$ cat src/verilog/fp_div_pkg.sv
package fp_div_pkg;

  // ==============================
  // Single-precision format
  // ==============================
  localparam int EXP_W    = 8;
  localparam int FRAC_W   = 23;
  localparam int MANT_W   = 24;
  localparam int EXP_BIAS = 127;
  localparam int EXP_MAX  = 255;

  // Quotient with 24 mantissa bits and 3 guard bits
  localparam int QUOT_W    = 27;
  localparam int DIV_STEPS = 26;
  // Internal exponent is signed and wide enough for subnormal operands
  localparam int EXPI_W    = 10;

  localparam logic [31:0] CANON_NAN = 32'h7fc0_0000;

  // ==============================
  // Types
  // ==============================
  typedef enum logic [2:0] {
    RM_RNE = 3'd0,
    RM_RTZ = 3'd1,
    RM_RDN = 3'd2,
    RM_RUP = 3'd3,
    RM_RMM = 3'd4
  } round_mode_e;

  // Exception flags, nv in the top bit
  typedef struct packed {
    logic nv;
    logic dz;
    logic of;
    logic uf;
    logic nx;
  } fp_flags_t;

  typedef struct packed {
    logic is_zero;
    logic is_sub;
    logic is_inf;
    logic is_nan;
    logic is_snan;
  } fp_class_t;

  // Unpacked operand, mant has the leading one at the top unless zero
  typedef struct packed {
    logic                     sign;
    logic signed [EXPI_W-1:0] exp_adj;
    logic [MANT_W-1:0]        mant;
    fp_class_t                cls;
  } fp_operand_t;

  // Divider to rounder
  typedef struct packed {
    logic                     sign;
    logic signed [EXPI_W-1:0] exp;
    logic [QUOT_W-1:0]        quot;
    logic                     sticky;
    logic                     is_zero;
  } fp_quot_t;

  typedef enum logic [3:0] {
    ST_IDLE,
    ST_UNPACK,
    ST_DECIDE,
    ST_SETUP,
    ST_DIVIDE,
    ST_NORM,
    ST_RPREP,
    ST_RAPPLY,
    ST_DONE
  } div_state_e;

endpackage

$ cat src/verilog/fp_divider.sv
module fp_divider
  import fp_div_pkg::*;
(
  input  logic        i_clk,
  input  logic        i_rst,
  input  logic        i_valid,
  input  logic [31:0] i_operand_a,
  input  logic [31:0] i_operand_b,
  input  round_mode_e i_rounding_mode,
  output logic        o_valid,
  output logic [31:0] o_result,
  output fp_flags_t   o_flags,
  output logic        o_busy
);

  div_state_e  state;
  div_state_e  state_next;

  // Captured operation
  logic [31:0] opa_q;
  logic [31:0] opb_q;
  round_mode_e rm_q;

  // Stage outputs
  fp_operand_t op_a;
  fp_operand_t op_b;
  logic        is_special;
  logic [31:0] spec_result;
  fp_flags_t   spec_flags;
  logic        div_done;
  fp_quot_t    quot;
  logic [31:0] rnd_result;
  fp_flags_t   rnd_flags;

  // ==============================
  // Control FSM
  // ==============================
  always_ff @(posedge i_clk) begin
    if (i_rst) begin
      state <= ST_IDLE;
    end else begin
      state <= state_next;
    end
  end

  always_comb begin
    state_next = state;
    case (state)
      ST_IDLE: begin
        if (i_valid) begin
          state_next = ST_UNPACK;
        end
      end
      ST_UNPACK: state_next = ST_DECIDE;
      ST_DECIDE: state_next = ST_SETUP;
      // Special results skip the divide entirely
      ST_SETUP:  state_next = is_special ? ST_DONE : ST_DIVIDE;
      ST_DIVIDE: begin
        if (div_done) begin
          state_next = ST_NORM;
        end
      end
      ST_NORM:   state_next = ST_RPREP;
      ST_RPREP:  state_next = ST_RAPPLY;
      ST_RAPPLY: state_next = ST_DONE;
      ST_DONE:   state_next = ST_IDLE;
      default:   state_next = ST_IDLE;
    endcase
  end

  // Strobes taken only from idle
  always_ff @(posedge i_clk) begin
    if (state == ST_IDLE && i_valid) begin
      opa_q <= i_operand_a;
      opb_q <= i_operand_b;
      rm_q  <= i_rounding_mode;
    end
  end

  // ==============================
  // Stages
  // ==============================
  fp_unpack u_unpack_a (
    .i_clk     (i_clk),
    .i_rst     (i_rst),
    .i_en      (state == ST_UNPACK),
    .i_operand (opa_q),
    .o_op      (op_a)
  );

  fp_unpack u_unpack_b (
    .i_clk     (i_clk),
    .i_rst     (i_rst),
    .i_en      (state == ST_UNPACK),
    .i_operand (opb_q),
    .o_op      (op_b)
  );

  fp_special_case u_special_case (
    .i_clk         (i_clk),
    .i_rst         (i_rst),
    .i_en          (state == ST_DECIDE),
    .i_op_a        (op_a),
    .i_op_b        (op_b),
    .o_is_special  (is_special),
    .o_spec_result (spec_result),
    .o_spec_flags  (spec_flags)
  );

  // Setup only for finite non-zero operands
  fp_mant_divider u_mant_divider (
    .i_clk   (i_clk),
    .i_rst   (i_rst),
    .i_start (state == ST_SETUP && !is_special),
    .i_op_a  (op_a),
    .i_op_b  (op_b),
    .o_done  (div_done),
    .o_quot  (quot)
  );

  fp_round_pack u_round_pack (
    .i_clk    (i_clk),
    .i_rst    (i_rst),
    .i_prep   (state == ST_RPREP),
    .i_apply  (state == ST_RAPPLY),
    .i_quot   (quot),
    .i_rm     (rm_q),
    .o_result (rnd_result),
    .o_flags  (rnd_flags)
  );

  // ==============================
  // Outputs
  // ==============================
  // Result holds until the next operation completes
  always_ff @(posedge i_clk) begin
    if (i_rst) begin
      o_valid  <= 1'b0;
      o_result <= '0;
      o_flags  <= '0;
    end else begin
      o_valid <= (state == ST_DONE);
      if (state == ST_DONE) begin
        if (is_special) begin
          o_result <= spec_result;
          o_flags  <= spec_flags;
        end else begin
          o_result <= rnd_result;
          o_flags  <= rnd_flags;
        end
      end
    end
  end

  // Drops in the o_valid cycle since the FSM is back in idle
  assign o_busy = (state != ST_IDLE);

endmodule

$ cat src/verilog/fp_mant_divider.sv
module fp_mant_divider
  import fp_div_pkg::*;
(
  input  logic        i_clk,
  input  logic        i_rst,
  input  logic        i_start,
  input  fp_operand_t i_op_a,
  input  fp_operand_t i_op_b,
  output logic        o_done,
  output fp_quot_t    o_quot
);

  logic [QUOT_W-1:0]        quot;
  logic [QUOT_W-1:0]        rem;
  logic [QUOT_W-1:0]        divisor;
  logic signed [EXPI_W-1:0] exp_q;
  logic                     sign_q;
  logic [4:0]               step_cnt;
  logic                     stepping;
  logic                     norm_pend;
  logic [QUOT_W-1:0]        rem_sh;
  logic [QUOT_W-1:0]        diff;
  logic [4:0]               q_lzc;

  // One restoring step, sign of diff picks the quotient bit
  assign rem_sh = {rem[QUOT_W-2:0], 1'b0};
  assign diff   = rem_sh - divisor;

  // Leading zeros of the quotient, highest set bit wins
  always_comb begin
    q_lzc = 5'd0;
    for (int i = 0; i < QUOT_W; i++) begin
      if (quot[i]) begin
        q_lzc = 5'(QUOT_W - 1 - i);
      end
    end
  end

  // Last step is taken on the coming edge, normalise follows
  assign o_done = stepping && (step_cnt == 5'(DIV_STEPS - 1));

  // ==============================
  // Sequencing
  // ==============================
  always_ff @(posedge i_clk) begin
    if (i_rst) begin
      stepping  <= 1'b0;
      norm_pend <= 1'b0;
      step_cnt  <= '0;
    end else if (i_start) begin
      stepping  <= 1'b1;
      norm_pend <= 1'b0;
      step_cnt  <= '0;
    end else if (stepping) begin
      step_cnt <= step_cnt + 5'd1;
      if (o_done) begin
        stepping  <= 1'b0;
        norm_pend <= 1'b1;
      end
    end else begin
      norm_pend <= 1'b0;
    end
  end

  // ==============================
  // Datapath
  // ==============================
  always_ff @(posedge i_clk) begin
    if (i_start) begin
      sign_q  <= i_op_a.sign ^ i_op_b.sign;
      exp_q   <= i_op_a.exp_adj - i_op_b.exp_adj + EXPI_W'(EXP_BIAS);
      divisor <= QUOT_W'(i_op_b.mant);
      // Integer quotient bit from the mantissa compare
      if (i_op_a.mant >= i_op_b.mant) begin
        quot <= QUOT_W'(1);
        rem  <= QUOT_W'(i_op_a.mant - i_op_b.mant);
      end else begin
        quot <= '0;
        rem  <= QUOT_W'(i_op_a.mant);
      end
    end else if (stepping) begin
      if (diff[QUOT_W-1]) begin
        rem  <= rem_sh;
        quot <= {quot[QUOT_W-2:0], 1'b0};
      end else begin
        rem  <= diff;
        quot <= {quot[QUOT_W-2:0], 1'b1};
      end
    end else if (norm_pend) begin
      // Bring the leading one to the top
      quot  <= quot << q_lzc;
      exp_q <= exp_q - EXPI_W'(q_lzc);
    end
  end

  assign o_quot.sign    = sign_q;
  assign o_quot.exp     = exp_q;
  assign o_quot.quot    = quot;
  assign o_quot.sticky  = |rem;
  assign o_quot.is_zero = (quot == '0) && (rem == '0);

endmodule

$ cat src/verilog/fp_round_pack.sv
module fp_round_pack
  import fp_div_pkg::*;
(
  input  logic        i_clk,
  input  logic        i_rst,
  input  logic        i_prep,
  input  logic        i_apply,
  input  fp_quot_t    i_quot,
  input  round_mode_e i_rm,
  output logic [31:0] o_result,
  output fp_flags_t   o_flags
);

  // Prep stage
  logic [QUOT_W-1:0]        ext;
  logic [QUOT_W-1:0]        shifted;
  logic [EXPI_W-1:0]        shamt;
  logic                     lost;
  logic signed [EXPI_W-1:0] exp_w;
  logic [MANT_W-1:0]        mant_w;
  logic                     g_bit;
  logic                     r_bit;
  logic                     s_bit;
  logic                     round_up;

  // Prep to apply registers
  logic                     sign_p;
  logic signed [EXPI_W-1:0] exp_p;
  logic [MANT_W-1:0]        mant_p;
  logic                     rup_p;
  logic                     inexact_p;
  logic                     zero_p;

  // Apply stage
  logic [MANT_W:0]          rounded;
  logic signed [EXPI_W-1:0] exp_r;
  logic [FRAC_W-1:0]        frac_r;
  logic [31:0]              res_n;
  fp_flags_t                flags_n;

  // ==============================
  // Prep: subnormal shift
  // ==============================
  always_comb begin
    // Mantissa, guard, round, and sticky folded with the remainder
    ext     = {i_quot.quot[QUOT_W-1:1], i_quot.quot[0] | i_quot.sticky};
    shifted = ext;
    shamt   = '0;
    lost    = 1'b0;
    exp_w   = i_quot.exp;
    if (i_quot.exp <= 0) begin
      shamt = EXPI_W'(1) - i_quot.exp;
      if (shamt >= EXPI_W'(QUOT_W)) begin
        shifted = '0;
        lost    = |ext;
      end else begin
        shifted = ext >> shamt;
        // Bits pushed out the bottom
        lost    = |(ext & ~({QUOT_W{1'b1}} << shamt));
      end
      exp_w = '0;
    end
    mant_w = shifted[QUOT_W-1:3];
    g_bit  = shifted[2];
    r_bit  = shifted[1];
    s_bit  = shifted[0] | lost;
  end

  // Round-up per mode, unknown modes behave as RNE
  always_comb begin
    case (i_rm)
      RM_RTZ:  round_up = 1'b0;
      RM_RDN:  round_up = i_quot.sign & (g_bit | r_bit | s_bit);
      RM_RUP:  round_up = ~i_quot.sign & (g_bit | r_bit | s_bit);
      RM_RMM:  round_up = g_bit;
      default: round_up = g_bit & (r_bit | s_bit | mant_w[0]);
    endcase
  end

  always_ff @(posedge i_clk) begin
    if (i_prep) begin
      sign_p    <= i_quot.sign;
      exp_p     <= exp_w;
      mant_p    <= mant_w;
      rup_p     <= round_up;
      inexact_p <= g_bit | r_bit | s_bit;
      zero_p    <= i_quot.is_zero;
    end
  end

  // ==============================
  // Apply: increment and pack
  // ==============================
  always_comb begin
    rounded = {1'b0, mant_p} + {{MANT_W{1'b0}}, rup_p};
    if (exp_p == '0) begin
      // Subnormal may round up into the smallest normal
      exp_r  = rounded[MANT_W-1] ? EXPI_W'(1) : EXPI_W'(0);
      frac_r = rounded[FRAC_W-1:0];
    end else if (rounded[MANT_W]) begin
      // Carry out, renormalise
      exp_r  = exp_p + EXPI_W'(1);
      frac_r = rounded[MANT_W-1:1];
    end else begin
      exp_r  = exp_p;
      frac_r = rounded[FRAC_W-1:0];
    end

    res_n   = '0;
    flags_n = '0;
    if (zero_p) begin
      res_n = {sign_p, {(EXP_W + FRAC_W){1'b0}}};
    end else if (exp_r >= EXPI_W'(EXP_MAX)) begin
      flags_n.of = 1'b1;
      flags_n.nx = 1'b1;
      // Modes rounding toward zero for this sign saturate
      if ((i_rm == RM_RTZ) ||
          (i_rm == RM_RDN && !sign_p) ||
          (i_rm == RM_RUP && sign_p)) begin
        res_n = {sign_p, EXP_W'(EXP_MAX - 1), {FRAC_W{1'b1}}};
      end else begin
        res_n = {sign_p, EXP_W'(EXP_MAX), {FRAC_W{1'b0}}};
      end
    end else if (exp_r == '0) begin
      flags_n.uf = inexact_p;
      flags_n.nx = inexact_p;
      res_n      = {sign_p, {EXP_W{1'b0}}, frac_r};
    end else begin
      flags_n.nx = inexact_p;
      res_n      = {sign_p, exp_r[EXP_W-1:0], frac_r};
    end
  end

  always_ff @(posedge i_clk) begin
    if (i_rst) begin
      o_result <= '0;
      o_flags  <= '0;
    end else if (i_apply) begin
      o_result <= res_n;
      o_flags  <= flags_n;
    end
  end

endmodule

$ cat src/verilog/fp_special_case.sv
module fp_special_case
  import fp_div_pkg::*;
(
  input  logic        i_clk,
  input  logic        i_rst,
  input  logic        i_en,
  input  fp_operand_t i_op_a,
  input  fp_operand_t i_op_b,
  output logic        o_is_special,
  output logic [31:0] o_spec_result,
  output fp_flags_t   o_spec_flags
);

  logic        sign_q;
  logic        special;
  logic [31:0] result;
  logic [31:0] inf_word;
  logic [31:0] zero_word;
  fp_flags_t   flags;

  assign sign_q    = i_op_a.sign ^ i_op_b.sign;
  assign inf_word  = {sign_q, EXP_W'(EXP_MAX), {FRAC_W{1'b0}}};
  assign zero_word = {sign_q, {(EXP_W + FRAC_W){1'b0}}};

  // Rules in priority order, first match wins
  always_comb begin
    special = 1'b1;
    result  = '0;
    flags   = '0;
    if (i_op_a.cls.is_nan || i_op_b.cls.is_nan) begin
      // Only a signalling NaN raises invalid
      result   = CANON_NAN;
      flags.nv = i_op_a.cls.is_snan | i_op_b.cls.is_snan;
    end else if (i_op_a.cls.is_inf && i_op_b.cls.is_inf) begin
      result   = CANON_NAN;
      flags.nv = 1'b1;
    end else if (i_op_a.cls.is_zero && i_op_b.cls.is_zero) begin
      result   = CANON_NAN;
      flags.nv = 1'b1;
    end else if (i_op_a.cls.is_inf) begin
      result = inf_word;
    end else if (i_op_b.cls.is_inf) begin
      result = zero_word;
    end else if (i_op_b.cls.is_zero) begin
      // Dividend is non-zero here
      result   = inf_word;
      flags.dz = 1'b1;
    end else if (i_op_a.cls.is_zero) begin
      result = zero_word;
    end else begin
      special = 1'b0;
    end
  end

  always_ff @(posedge i_clk) begin
    if (i_rst) begin
      o_is_special <= 1'b0;
    end else if (i_en) begin
      o_is_special <= special;
    end
  end

  // Result word and flags
  always_ff @(posedge i_clk) begin
    if (i_en) begin
      o_spec_result <= result;
      o_spec_flags  <= flags;
    end
  end

endmodule

$ cat src/verilog/fp_unpack.sv
module fp_unpack
  import fp_div_pkg::*;
(
  input  logic        i_clk,
  input  logic        i_rst,
  input  logic        i_en,
  input  logic [31:0] i_operand,
  output fp_operand_t o_op
);

  logic [EXP_W-1:0]  exp_f;
  logic [FRAC_W-1:0] frac_f;
  logic [4:0]        lzc;
  logic [5:0]        shift;
  fp_operand_t       op_next;

  // Field split
  assign exp_f  = i_operand[FRAC_W+EXP_W-1:FRAC_W];
  assign frac_f = i_operand[FRAC_W-1:0];

  // ==============================
  // Leading-zero count of fraction
  // ==============================
  // Scan upward, the highest set bit wins
  always_comb begin
    lzc = 5'd0;
    for (int i = 0; i < FRAC_W; i++) begin
      if (frac_f[i]) begin
        lzc = 5'(FRAC_W - 1 - i);
      end
    end
  end

  // ==============================
  // Classify and normalise
  // ==============================
  always_comb begin
    op_next      = '0;
    op_next.sign = i_operand[31];

    // Class from exponent and fraction fields
    op_next.cls.is_zero = (exp_f == '0) && (frac_f == '0);
    op_next.cls.is_sub  = (exp_f == '0) && (frac_f != '0);
    op_next.cls.is_inf  = (exp_f == EXP_W'(EXP_MAX)) && (frac_f == '0);
    op_next.cls.is_nan  = (exp_f == EXP_W'(EXP_MAX)) && (frac_f != '0);
    // Quiet bit clear means signalling
    op_next.cls.is_snan = op_next.cls.is_nan && !frac_f[FRAC_W-1];

    // One extra position moves the first set bit past the hidden slot
    shift = {1'b0, lzc} + 6'd1;

    if (op_next.cls.is_sub) begin
      // Subnormal: exponent drops below one by the shift
      op_next.exp_adj = EXPI_W'(1) - EXPI_W'(shift);
      op_next.mant    = MANT_W'({1'b0, frac_f} << shift);
    end else if (!op_next.cls.is_zero) begin
      // Normal, inf and NaN carry the hidden one
      op_next.exp_adj = EXPI_W'(exp_f);
      op_next.mant    = {1'b1, frac_f};
    end
  end

  // Output register
  always_ff @(posedge i_clk) begin
    if (i_rst) begin
      o_op <= '0;
    end else if (i_en) begin
      o_op <= op_next;
    end
  end

endmodule
$ cat config.mk
export PLATFORM = sky130hd
export DESIGN_NAME = fp_divider
export DESIGN_NICKNAME = d
export VERILOG_FILES = /design/src/verilog/fp_div_pkg.sv /design/src/verilog/fp_divider.sv /design/src/verilog/fp_mant_divider.sv /design/src/verilog/fp_round_pack.sv /design/src/verilog/fp_special_case.sv /design/src/verilog/fp_unpack.sv
export SDC_FILE = /design/constraint.sdc
export NUM_CORES = 1
export LEC_CHECK = 0
export BUFFER_PORTS_ARGS = -buffer_cell sky130_fd_sc_hd__buf_4
export CAP_MARGIN = 20
export CORE_ASPECT_RATIO = 0.7
export CORE_MARGIN = 4
export CORE_UTILIZATION = 45
export CTS_CLUSTER_DIAMETER = 150
export DETAILED_ROUTE_END_ITERATION = 16
export HOLD_SLACK_MARGIN = 0.1
export PLACE_DENSITY = 0.61
export SETUP_SLACK_MARGIN = 0.15
export SYNTH_ARGS = -nofsm -noshare
export SYNTH_HDL_FRONTEND = slang
export SYNTH_SLANG_ARGS = --single-unit
$ cat constraint.sdc
create_clock -name i_clk -period 5.6 [get_ports i_clk]
set_input_delay 0.84 -clock i_clk [delete_from_list [all_inputs] [get_ports i_clk]]
set_output_delay 0.84 -clock i_clk [all_outputs]
set_load 0.02 [all_outputs]
# Word-level counts from Yosys, hierarchy flattened
# Cells that the tools add are included.
dict set report word_totals {
  reg_bits 391
  inputBits 70
  latch_bits 0
  n_memories 0
  output_inout_bits 39
  ramBits 0
  mem_bits_ro 0
  elab_cells 287
}
dict set report classes {
  n_addsub 13
  div 0
  bitwise 15
  n_eq_ne 18
  multipliers 0
  reduce_logical 51
  shift 5
  order_cmp 4
  muxes 132
}
# operator count
set ops {}
lappend ops {{2-to-1 mux 5 bit} 74}
lappend ops {{2-to-1 mux 27 bit} 9}
lappend ops {{2-to-1 mux 32 bit} 7}
lappend ops {{2-to-1 mux 31 bit} 3}
lappend ops {{OR reduction 27 bit} 3}
lappend ops {{2-to-1 mux 34 bit} 2}
lappend ops {{logical NOT 27 bit} 2}
lappend ops {{2-to-1 mux 10 bit} 5}
lappend ops {{left shift 23 x 6 -> 24 bit} 2}
lappend ops {{logical NOT 23 bit} 2}
lappend ops {{2-to-1 mux 23 bit} 2}
lappend ops {{nonzero test 23 bit} 2}
lappend ops {{case mux 4 bit (8 select lines)} 1}
lappend ops {{AND 27 bit} 1}
lappend ops {{NOT 27 bit} 1}
lappend ops {{left shift 27 x 10 -> 27 bit, first input constant} 1}
lappend ops {{left shift 27 x 5 -> 27 bit} 1}
lappend ops {{right shift 27 x 10 -> 27 bit} 1}
lappend ops {{subtractor 27 x 24 -> 27 bit} 1}
lappend ops {{adder 24 x 1 -> 25 bit} 1}
lappend ops {{subtractor 24 x 24 -> 25 bit} 1}
lappend ops {{greater-or-equal comparator 24 bit} 1}
lappend ops {{2-to-1 mux 24 bit} 1}
lappend ops {{2-to-1 mux 1 bit} 23}
lappend ops {{other kinds (44)} 91}

# Depth between registers and ports, before layout
# Gate-level depths: netlist (run 1).
dict set report depth {
  word_depth 31
  ltp_mapped 19
  mapped_depth_nobuf 16
}

# Modules after synthesis
# A second synthesis (run 1) with hierarchy kept.
dict set report unflattened {
  cells_unflattened 3024
  hier_area_um2 27133.5
}
# mod area_each_um2 seq_area_each_um2 n_inst cells_each
set by_module_without_submodules {}
lappend by_module_without_submodules {fp_mant_divider 8917.3 2812.7 1 1011}
lappend by_module_without_submodules {fp_unpack 3833.7 780.7 2 510}
lappend by_module_without_submodules {fp_round_pack 6033.3 1841.8 1 673}
lappend by_module_without_submodules {fp_divider 3972.6 2852.7 1 264}
lappend by_module_without_submodules {fp_special_case 543.0 170.2 1 56}

# Worst setup path before layout (run 1)
# Ideal clock, no wire load.
dict set report synth_path {
  kind {register -> register}
  start {register state[1]}
  end {register u_round_pack.exp_p[0] (enable)}
  path_stages_with_launch 3
  setup_time_ns 0.529
  arrival_time_ns 4.322
  required_time_ns 5.071
  n_path_buf 1
  period_less_slack_ns 4.851
  setup_slack_ns 0.749
  path_cell_list {dfxtp_1 -> clkbuf_1 -> nor4bb_1}
}
dict set report synth_via {
  elab_chain_cells 1
}
# item line
set synth_rtl {}
lappend synth_rtl {{from (decl)} fp_divider.sv:16} ;# div_state_e state;
lappend synth_rtl {{from (signal assigned)} fp_divider.sv:42} ;# state <= state_next;
lappend synth_rtl {{== test 4 x 3 -> 1 bit} fp_divider.sv:124} ;# .i_prep (state == ST_RPREP),
lappend synth_rtl {{to (signal assigned)} fp_round_pack.sv:83} ;# exp_p <= exp_w;
lappend synth_rtl {{to (decl)} fp_round_pack.sv:28} ;# logic signed [EXPI_W-1:0] exp_p;
# Every way passes these cells.
# A chain may end at the register's enable or synchronous reset.

# Final worst setup path (run 1)
dict set report layout_path {
  start {register opa_q[21]}
  end {register u_unpack_a.o_op[22] (netlist name)}
}
dict set report layout_via {
  elab_chain_cells 5
  elab_cells_between_ends 10
  cone_classes {add/sub (1); shift (1); mux (4); reduce/logical (4)}
}
# item line
set layout_rtl {}
lappend layout_rtl {{from (decl)} fp_divider.sv:20} ;# logic [31:0] opa_q;
lappend layout_rtl {{from (signal assigned)} fp_divider.sv:74} ;# opa_q <= i_operand_a;
lappend layout_rtl {{2-to-1 mux 5 bit (2 in series)} fp_unpack.sv:28} ;# if (frac_f[i]) begin
lappend layout_rtl {{adder 5 x 1 -> 6 bit} fp_unpack.sv:50} ;# shift = {1'b0, lzc} + 6'd1;
lappend layout_rtl {{left shift 23 x 6 -> 24 bit} fp_unpack.sv:55} ;# op_next.mant = MANT_W'({1'b0, frac_f} << shift);
lappend layout_rtl {{2-to-1 mux 34 bit (*)} fp_unpack.sv:52} ;# if (op_next.cls.is_sub) begin
lappend layout_rtl {{to (signal assigned)} fp_unpack.sv:68} ;# o_op <= op_next;
lappend layout_rtl {{to (decl)} fp_unpack.sv:8} ;# output fp_operand_t o_op
# Mark *: on every way between the ends. The rest lies on a longest branch, timed or not.

==> impl_metrics.tcl, run 1 <==
set metrics [dict create \
    finClkSkew_ns 0.01961 \
    cellInternalPower_mw 6.846 \
    wl_mm 84.39 \
    vdd_ir_drop_max_mv 0.2954 \
    post_synth_num_cell_types 95 \
    hpwl_mm 61.81 \
    n_fill_cell 5074 \
    number_of_iterations_in_the_first_detailed_routing_pass 6 \
    post_cts_buffers 0 \
    synthesis.instances 2775 \
    layout_min_cycle_time_ns 4.624 \
    numPortBuffers 108 \
    number_of_enable_type_register_cells_in_the_synthesized_netlist 199 \
    dieArea_sq_um 58270 \
    clock_power_share_pct 22.2 \
    p_sw_mw 4.941 \
    combinationalPowerShare_pct 45.1 \
    num_vias 22718 \
    cts_inserted_buffers 39 \
    cpPeakStageDelay_ns 0.74 \
    power_mw 11.79 \
    cts.sink_count 360 \
    setup_ws_ns 0.9759 \
    synth-seq-cells 360 \
    hold_depth 1 \
    crit_type "reg -> reg" \
    timing.critical_path.required_ns 6.01 \
    r2r.worst_path.cells 11 \
    core_sq_um 53750 \
    drt_iter0_drc 2895 \
    power.sequential.fraction_pct 32.7 \
    global_route_wire_length_before_repair_mm 128.3 \
    timing_hold_violations_final 0 \
    synthFlopType "edfxtp_1" \
    die_height_microns 203.2 \
    cts-hold-fix-buffers 0 \
    rows 71 \
    cts.repair.resized 0 \
    report.final.setup_viol 0 \
    period_share_pct 82.57 \
    final.setup.tns_ns 0 \
    max_slew_margin_pct 18.82 \
    post_route_cells_drive_above_1_share_pct 11.48 \
    synth_nets 2930 \
    cts-htree-levels 2 \
    yosysWarningCount 0 \
    seq_area_frac_synth_pct 37.57 \
    leakage_nw 10.05 \
    die_x_microns 286.8 \
    slew_viol_final 0 \
    worst_hold_margin_ns 0.4348 \
    clk_latency_ns 0.58 \
    maxCapViolations 0 \
    powerDensity_nw_per_um2 433.5 \
    area_growth_pct 11.05 \
    synth_async_sr_flop_share_pct 0 \
    routabilityCongestion 0.9516 \
    drc 0 \
    cts_root_buf "clkbuf_16" \
    grt.total_usage_pct 28.00 \
    routed_wirelength_normalized_by_instance_count_microns 23.81 \
    antenna_found_initial 3 \
    initial_core_util_pct 45.56 \
    place_worst_setup_slack_ns 1.083 \
    worst_hold_path_type "in -> reg" \
    drt-vias-per-instance 6.410 \
    result_of_the_run "finished clean" \
    finish.net_count 2938 \
    critPathLaunchType "flop" \
    critical_path.cell_chain "nor2b_1 -> or3_1 -> o211a_2 -> a31oi_4 -> inv_2 -> ha_1 -> xnor2_2 -> nor2_1 -> a32o_1 -> a32oi_1 -> a311oi_1" \
    rsz0062_at_grt "no" \
    syn_avg_cell_area_sq_um 8.824 \
    swShare_pct 41.92 \
    largest_net_degree_at_the_start_of_global_routing 80 \
    critPathCaptureType "flop" \
    first_global_vias 20582 \
    clkTransAtPathRegs_ns 0.06 \
    crit_arrival_ns 5.04 \
    worst_path_max_delay_cell "xnor2_2" \
    top_level_ports 109 \
    postRouteAntennaNets 0 \
    upper_clock_frequency_limit_ghz 0.2163 \
    worst_pin_slew_ns 1.199 \
    critPathMaxFanout 17 \
    cts_tree "yes" \
    global_route.overflow_total 0 \
    post_synth_instance_area_sq_um 24490 \
    ctsLongestPathBuffers 3 \
]
==> power groups by stage <==
stage	registers, mW	logic [mW]	clock network (mW)
3_3_place_gp	3.86	5.12	0
2_1_floorplan	3.53	3.94	0
6_report	3.86	5.31	2.62
5_1_grt	3.88	5.78	2.79
3_5_place_dp	3.88	5.16	0
4_1_cts	3.82	5.19	2.68
==> cell type report <==
type                       instances  area [sq um]  area share [%]
clock buffer                      61          1151           4.233
antenna                            1         2.502        0.009203
clock inverter                    10         118.9          0.4371
multi-input combinational       2094         14100           51.86
timing repair buffer             159          1221           4.491
tap                              730         913.4           3.359
sequential                       360          9199           33.83
inverter                         129         484.2           1.781
==> synth_stat cells, types with 20 or more instances <==
cell type  number  area share [%]
a221oi_1       28             1.0
a21o_1         20            0.61
nand4_1        28            0.72
inv_1         123             1.9
clkbuf_1      151             2.3
a22oi_1        30            0.92
ha_1           81             4.1
nand2b_1       21            0.54
o21ai_0       121             2.5
nand2_1       255             3.9
dfxtp_1       161              13
nor4_1         44             1.1
a211oi_1       69             2.1
nand3_1        93             1.9
nor2_1        252             3.9
buf_2          23            0.47
o22ai_1        20            0.51
nor2b_1        37            0.95
a31oi_1        29            0.74
edfxtp_1      199              24
a21oi_1       215             4.4
and3_1         32            0.82
o21a_1         23            0.71
o211ai_1       20            0.61
nor3_1         78             1.6
mux2_2         34             1.6
or3_1          24            0.61
mux4_2         28             2.6
xnor2_1        63             2.3
xor2_1         31             1.1
mux2i_1       140             5.7
==> worst max-delay path: cells and delay by family (launching register included) <==
kind,cells,cell delay [ns]
AND/OR/NAND/NOR,3,0.93
adder cells (fa/ha/maj),1,0.30
buffers and inverters,1,0.27
XOR/XNOR,1,0.74
AO/OA/AOI/OAI,5,1.68
flip-flops,1,0.50
==> per-layer routing <==
layer | vias to the layer above | share of wire [%] | global-route usage (%) | wire length [microns]
li1 | 10391 | - | - | -
met1 | 10983 | 50 | 47.08 | 41930
met2 | 1218 | 37 | 34.96 | 31110
met3 | 122 | 12 | 7.196 | 9820
met4 | 4 | 1.8 | 4.963 | 1494
met5 | - | 0.032 | 0 | 27
==> registers in the layout, summed over array words and instances, names as in the netlist, 2 cells and up <==
signal / flops
u_round_pack.mant_p: 24
u_round_pack.o_result: 32
o_flags: 5
u_special_case.o_spec_flags: 2
opa_q: 32
rm_q: 3
u_special_case.o_spec_result: 3
state: 4
u_round_pack.exp_p: 10
u_mant_divider.step_cnt: 5
opb_q: 32
u_unpack_b.o_op: 38
u_round_pack.o_flags: 3
u_mant_divider.rem: 27
u_mant_divider.exp_q: 10
o_result: 32
u_mant_divider.divisor: 24
u_unpack_a.o_op: 38
u_mant_divider.quot: 27
==> path summary, 6_finish.rpt <==
path,startpoint,to,slack [ns]
worst max register to register,opa_q[21]$_DFFE_PP_,u_unpack_a.o_op[22]$_SDFFE_PP0P_,0.98
worst max-delay path,opa_q[21]$_DFFE_PP_,u_unpack_a.o_op[22]$_SDFFE_PP0P_,0.98
worst min-delay path,i_operand_b[26],opb_q[26]$_DFFE_PP_,0.43
worst min register to register,u_unpack_b.o_op[25]$_SDFFE_PP0P_,u_mant_divider.divisor[20]$_DFFE_PP_,0.44
==> metrics by stage <==
step	cells	instance area [sq um]	util [%]
2_1_floorplan	2775	24490	-
3_3_place_gp	3469	25870	48.13
3_5_place_dp	3472	25920	48.22
4_1_cts	3543	27190	50.59
5_1_grt	3543	27190	50.59
6_report	3544	27190	50.59
==> cell usage in the layout, fill, tap and decap left out, types with 18 or more instances in the layout <==
cell       count
nand2_1      255
nor2_1       252
a21oi_1      214
edfxtp_1     199
dfxtp_1      161
buf_4        157
mux2i_1      140
inv_1        122
o21ai_0      121
nand3_1       93
ha_1          81
nor3_1        78
a211oi_1      68
xnor2_1       62
nor4_1        44
clkbuf_16     39
nor2b_1       36
mux2_2        34
and3_1        31
a22oi_1       30
xor2_1        30
a31oi_1       29
nand4_1       28
mux4_2        28
a221oi_1      28
or3_1         24
o21a_1        23
nand2b_1      21
a21o_1        20
o211ai_1      20
o22ai_1       20
o21bai_1      19
o21ai_1       18
==> kinds of logic (layout without fill, tap and decap cells) <==
logic type	after synthesis	count (layout)	share of synthesized area [%]
compound gates	769	769	20.78
xor+xnor	97	97	3.562
fa+ha+maj	86	86	4.507
buf+inv	321	359	5.130
flops	360	360	37.57
mux	202	202	9.862
other cells	1	2	0.01531
simple gates	939	939	18.57
Note: power is estimated with default switching activity, not from simulation.
==> inputs of run 2 (changes only) <==
- ABC_AREA: unset -> 1
- clock period: 5.6 -> 4.65 ns (I/O delays scaled with it)
==> impl_metrics.tcl, run 2 <==
set metrics [dict create \
    rsz0062_at_grt "yes" \
    layout_min_cycle_time_ns 4.202 \
    cellInternalPower_mw 6.336 \
    post_synth_instance_area_sq_um 24070 \
    post_route_standard_cell_area_excluding_fillers_sq_um 26990 \
    clkTransAtPathRegs_ns 0.07 \
    core_sq_um 52550 \
    drt_iter0_drc 3071 \
    synth_nets 3549 \
    area_growth_pct 12.14 \
    wl_mm 86.61 \
    clk_latency_ns 0.58 \
    dieArea_sq_um 57300 \
    grt_busiest_layer "met1" \
    syn_avg_cell_area_sq_um 7.091 \
    routed_wirelength_normalized_by_instance_count_microns 20.71 \
    period_share_pct 90.36 \
    synth_top_cells_by_area "edfxtp_1 (25%), dfxtp_1 (13%), nand2_1 (12%)" \
    hpwl_mm 66.03 \
    synth_top_cell_area_share_pct 24.83 \
    grtUsageMet3_pct 8.924 \
    die_x_microns 284.4 \
    leakage_nw 11.67 \
    seq_area_frac_synth_pct 38.22 \
    post_synth_num_cell_types 67 \
    report.final.setup_viol 0 \
    swShare_pct 36.71 \
    slew_viol_final 0 \
    postRouteAntennaNets 0 \
    first_global_vias 22147 \
    top_level_ports 109 \
    rows 70 \
    antenna_found_initial 0 \
    worst_pin_slew_ns 1.025 \
    yosysWarningCount 0 \
    global_route.overflow_total 0 \
    n_fill_cell 5231 \
    worst_hold_path_type "in -> reg" \
    yosys.cell_count.top_type "nand2_1" \
    critical_path.n_buffers_inverters 3 \
    synth_async_sr_flop_share_pct 0 \
    critPathLaunchType "flop" \
    worst_hold_margin_ns 0.3002 \
    largest_net_degree_at_the_start_of_global_routing 66 \
    synthDominantAreaCellType "edfxtp_1" \
    combinationalPowerShare_pct 29.6 \
    drc 0 \
    clock_power_share_pct 30.9 \
    met1_usage_pct 48.36 \
    drt-vias-per-instance 5.878 \
    synthFlopType "edfxtp_1" \
    post_route_cells_drive_above_1_share_pct 9.036 \
    cpPeakStageDelay_ns 0.48 \
    result_of_the_run "finished clean" \
    final.setup.tns_ns 0 \
    die_height_microns 201.5 \
    global_route_wire_length_before_repair_mm 132.7 \
    finish.net_count 3622 \
    cts.sink_count 360 \
    max_slew_margin_pct 31.57 \
    critPathMaxFanout 26 \
    initial_core_util_pct 45.80 \
    power.sequential.fraction_pct 39.6 \
    timing.critical_path.required_ns 4.97 \
    most_frequent_standard_cell_in_the_layout_excluding_fill_and_tap_cells "nand2_1" \
    place_worst_setup_slack_ns 0.4417 \
    p_sw_mw 3.676 \
    grt.total_usage_pct 29.22 \
    ctsLongestPathBuffers 3 \
    most-common-layout-cells "nand2_1 (791), nand3_1 (464), inv_1 (311)" \
    setup_ws_ns 0.4481 \
    cts_inserted_buffers 39 \
    post_dp_cell_area_sq_um 25650 \
    routabilityCongestion 1.035 \
    crit_arrival_ns 4.52 \
    crit_type "reg -> reg" \
    power_mw 10.01 \
    globalRouteMet2Util_pct 36.60 \
    synthesis.instances 3394 \
    timing_hold_violations_final 0 \
    upper_clock_frequency_limit_ghz 0.2380 \
    numPortBuffers 108 \
    vdd_ir_drop_max_mv 0.2937 \
    cts_root_buf "clkbuf_16" \
    number_of_iterations_in_the_first_detailed_routing_pass 6 \
    cts_tree "yes" \
    cts-htree-levels 2 \
    critPathCaptureType "flop" \
    worst_path_max_delay_cell "fa_1" \
    num_vias 24582 \
    cpLargestDelayFamily "simple AND/OR/NAND/NOR gates" \
    finClkSkew_ns 0.01649 \
    worst_path_most_repeated_cell "nand2_1" \
    synth-seq-cells 360 \
    synth_commonest_cells "nand2_1 (792), nand3_1 (465), inv_1 (313)" \
    maxCapViolations 0 \
    number_of_enable_type_register_cells_in_the_synthesized_netlist 199 \
    largest_registers "u_unpack_a.o_op (38), u_unpack_b.o_op (38)" \
    powerDensity_nw_per_um2 371.0 \
]
[run 2: per-layer routing]
metal,part of all wire [%],vias up,routed length (microns)
li1,-,11765,-
met1,50,11549,43420
met2,36,1183,31480
met3,12,85,10580
met4,1.3,0,1122
met5,0,-,0
[run 2: timing repair]
| action | in CTS | in global routing |
|---|---|---|
| resized for setup | 0 | 2 |
| setup buffers | 0 | 8 |
| hold endpoints to repair | 0 | 0 |
| setup endpoints to repair | 0 | 17 |
| hold buffers | 0 | 0 |
[run 2: power by group through the flow]
| stage | clock network [mW] | registers, mW | logic (mW) |
|---|---|---|---|
| floorplan | 0 | 3.85 | 2.08 |
| global placement | 0 | 4.01 | 2.83 |
| detailed placement | 0 | 4.01 | 2.86 |
| CTS | 3.17 | 3.94 | 2.88 |
| global route | 3.31 | 3.97 | 3.29 |
| finish | 3.09 | 3.96 | 2.96 |
[run 2: final timing paths]
| check | start | to | slack (ns) | cells past startpoint |
|---|---|---|---|---|
| max | u_mant_divider.divisor[0]$_DFFE_PP_ | u_mant_divider.rem[25]$_DFFE_PP_ | 0.45 | 26 |
| min | i_operand_a[18] | opa_q[18]$_DFFE_PP_ | 0.30 | 1 |
| max reg2reg | u_mant_divider.divisor[0]$_DFFE_PP_ | u_mant_divider.rem[25]$_DFFE_PP_ | 0.45 | 26 |
| min reg2reg | u_unpack_b.o_op[10]$_SDFFE_PP0P_ | u_mant_divider.divisor[5]$_DFFE_PP_ | 0.46 | 0 |
[run 2: per-stage QoR]
stage,std cells,util (%)
after CTS,4172,51.21
after global placement,4101,48.82
after global routing,4181,51.35
final,4182,51.36
after floorplan,3394,-
after detailed placement,4101,48.82
[run 2: area by class of cell]
class / count / area, sq um / share of cell area (%)
multi-input cells: 2540 / 12950 / 47.99
well taps: 684 / 855.8 / 3.171
clock inverters: 20 / 155.1 / 0.5749
clock buffers: 51 / 1105 / 4.094
repair buffers: 193 / 1459 / 5.406
diodes: 1 / 2.502 / 0.009272
inverters: 333 / 1261 / 4.673
flip-flops and latches: 360 / 9199 / 34.08
[run 2: cells by family after synthesis]
group	after synthesis	share of synthesized area [%]
compound gates	739	16.62
xor+xnor	76	2.828
fa+ha+maj	85	4.544
buf+inv	494	8.079
flops	360	38.22
mux	3	0.1248
other cells	1	0.01558
simple gates	1636	29.57
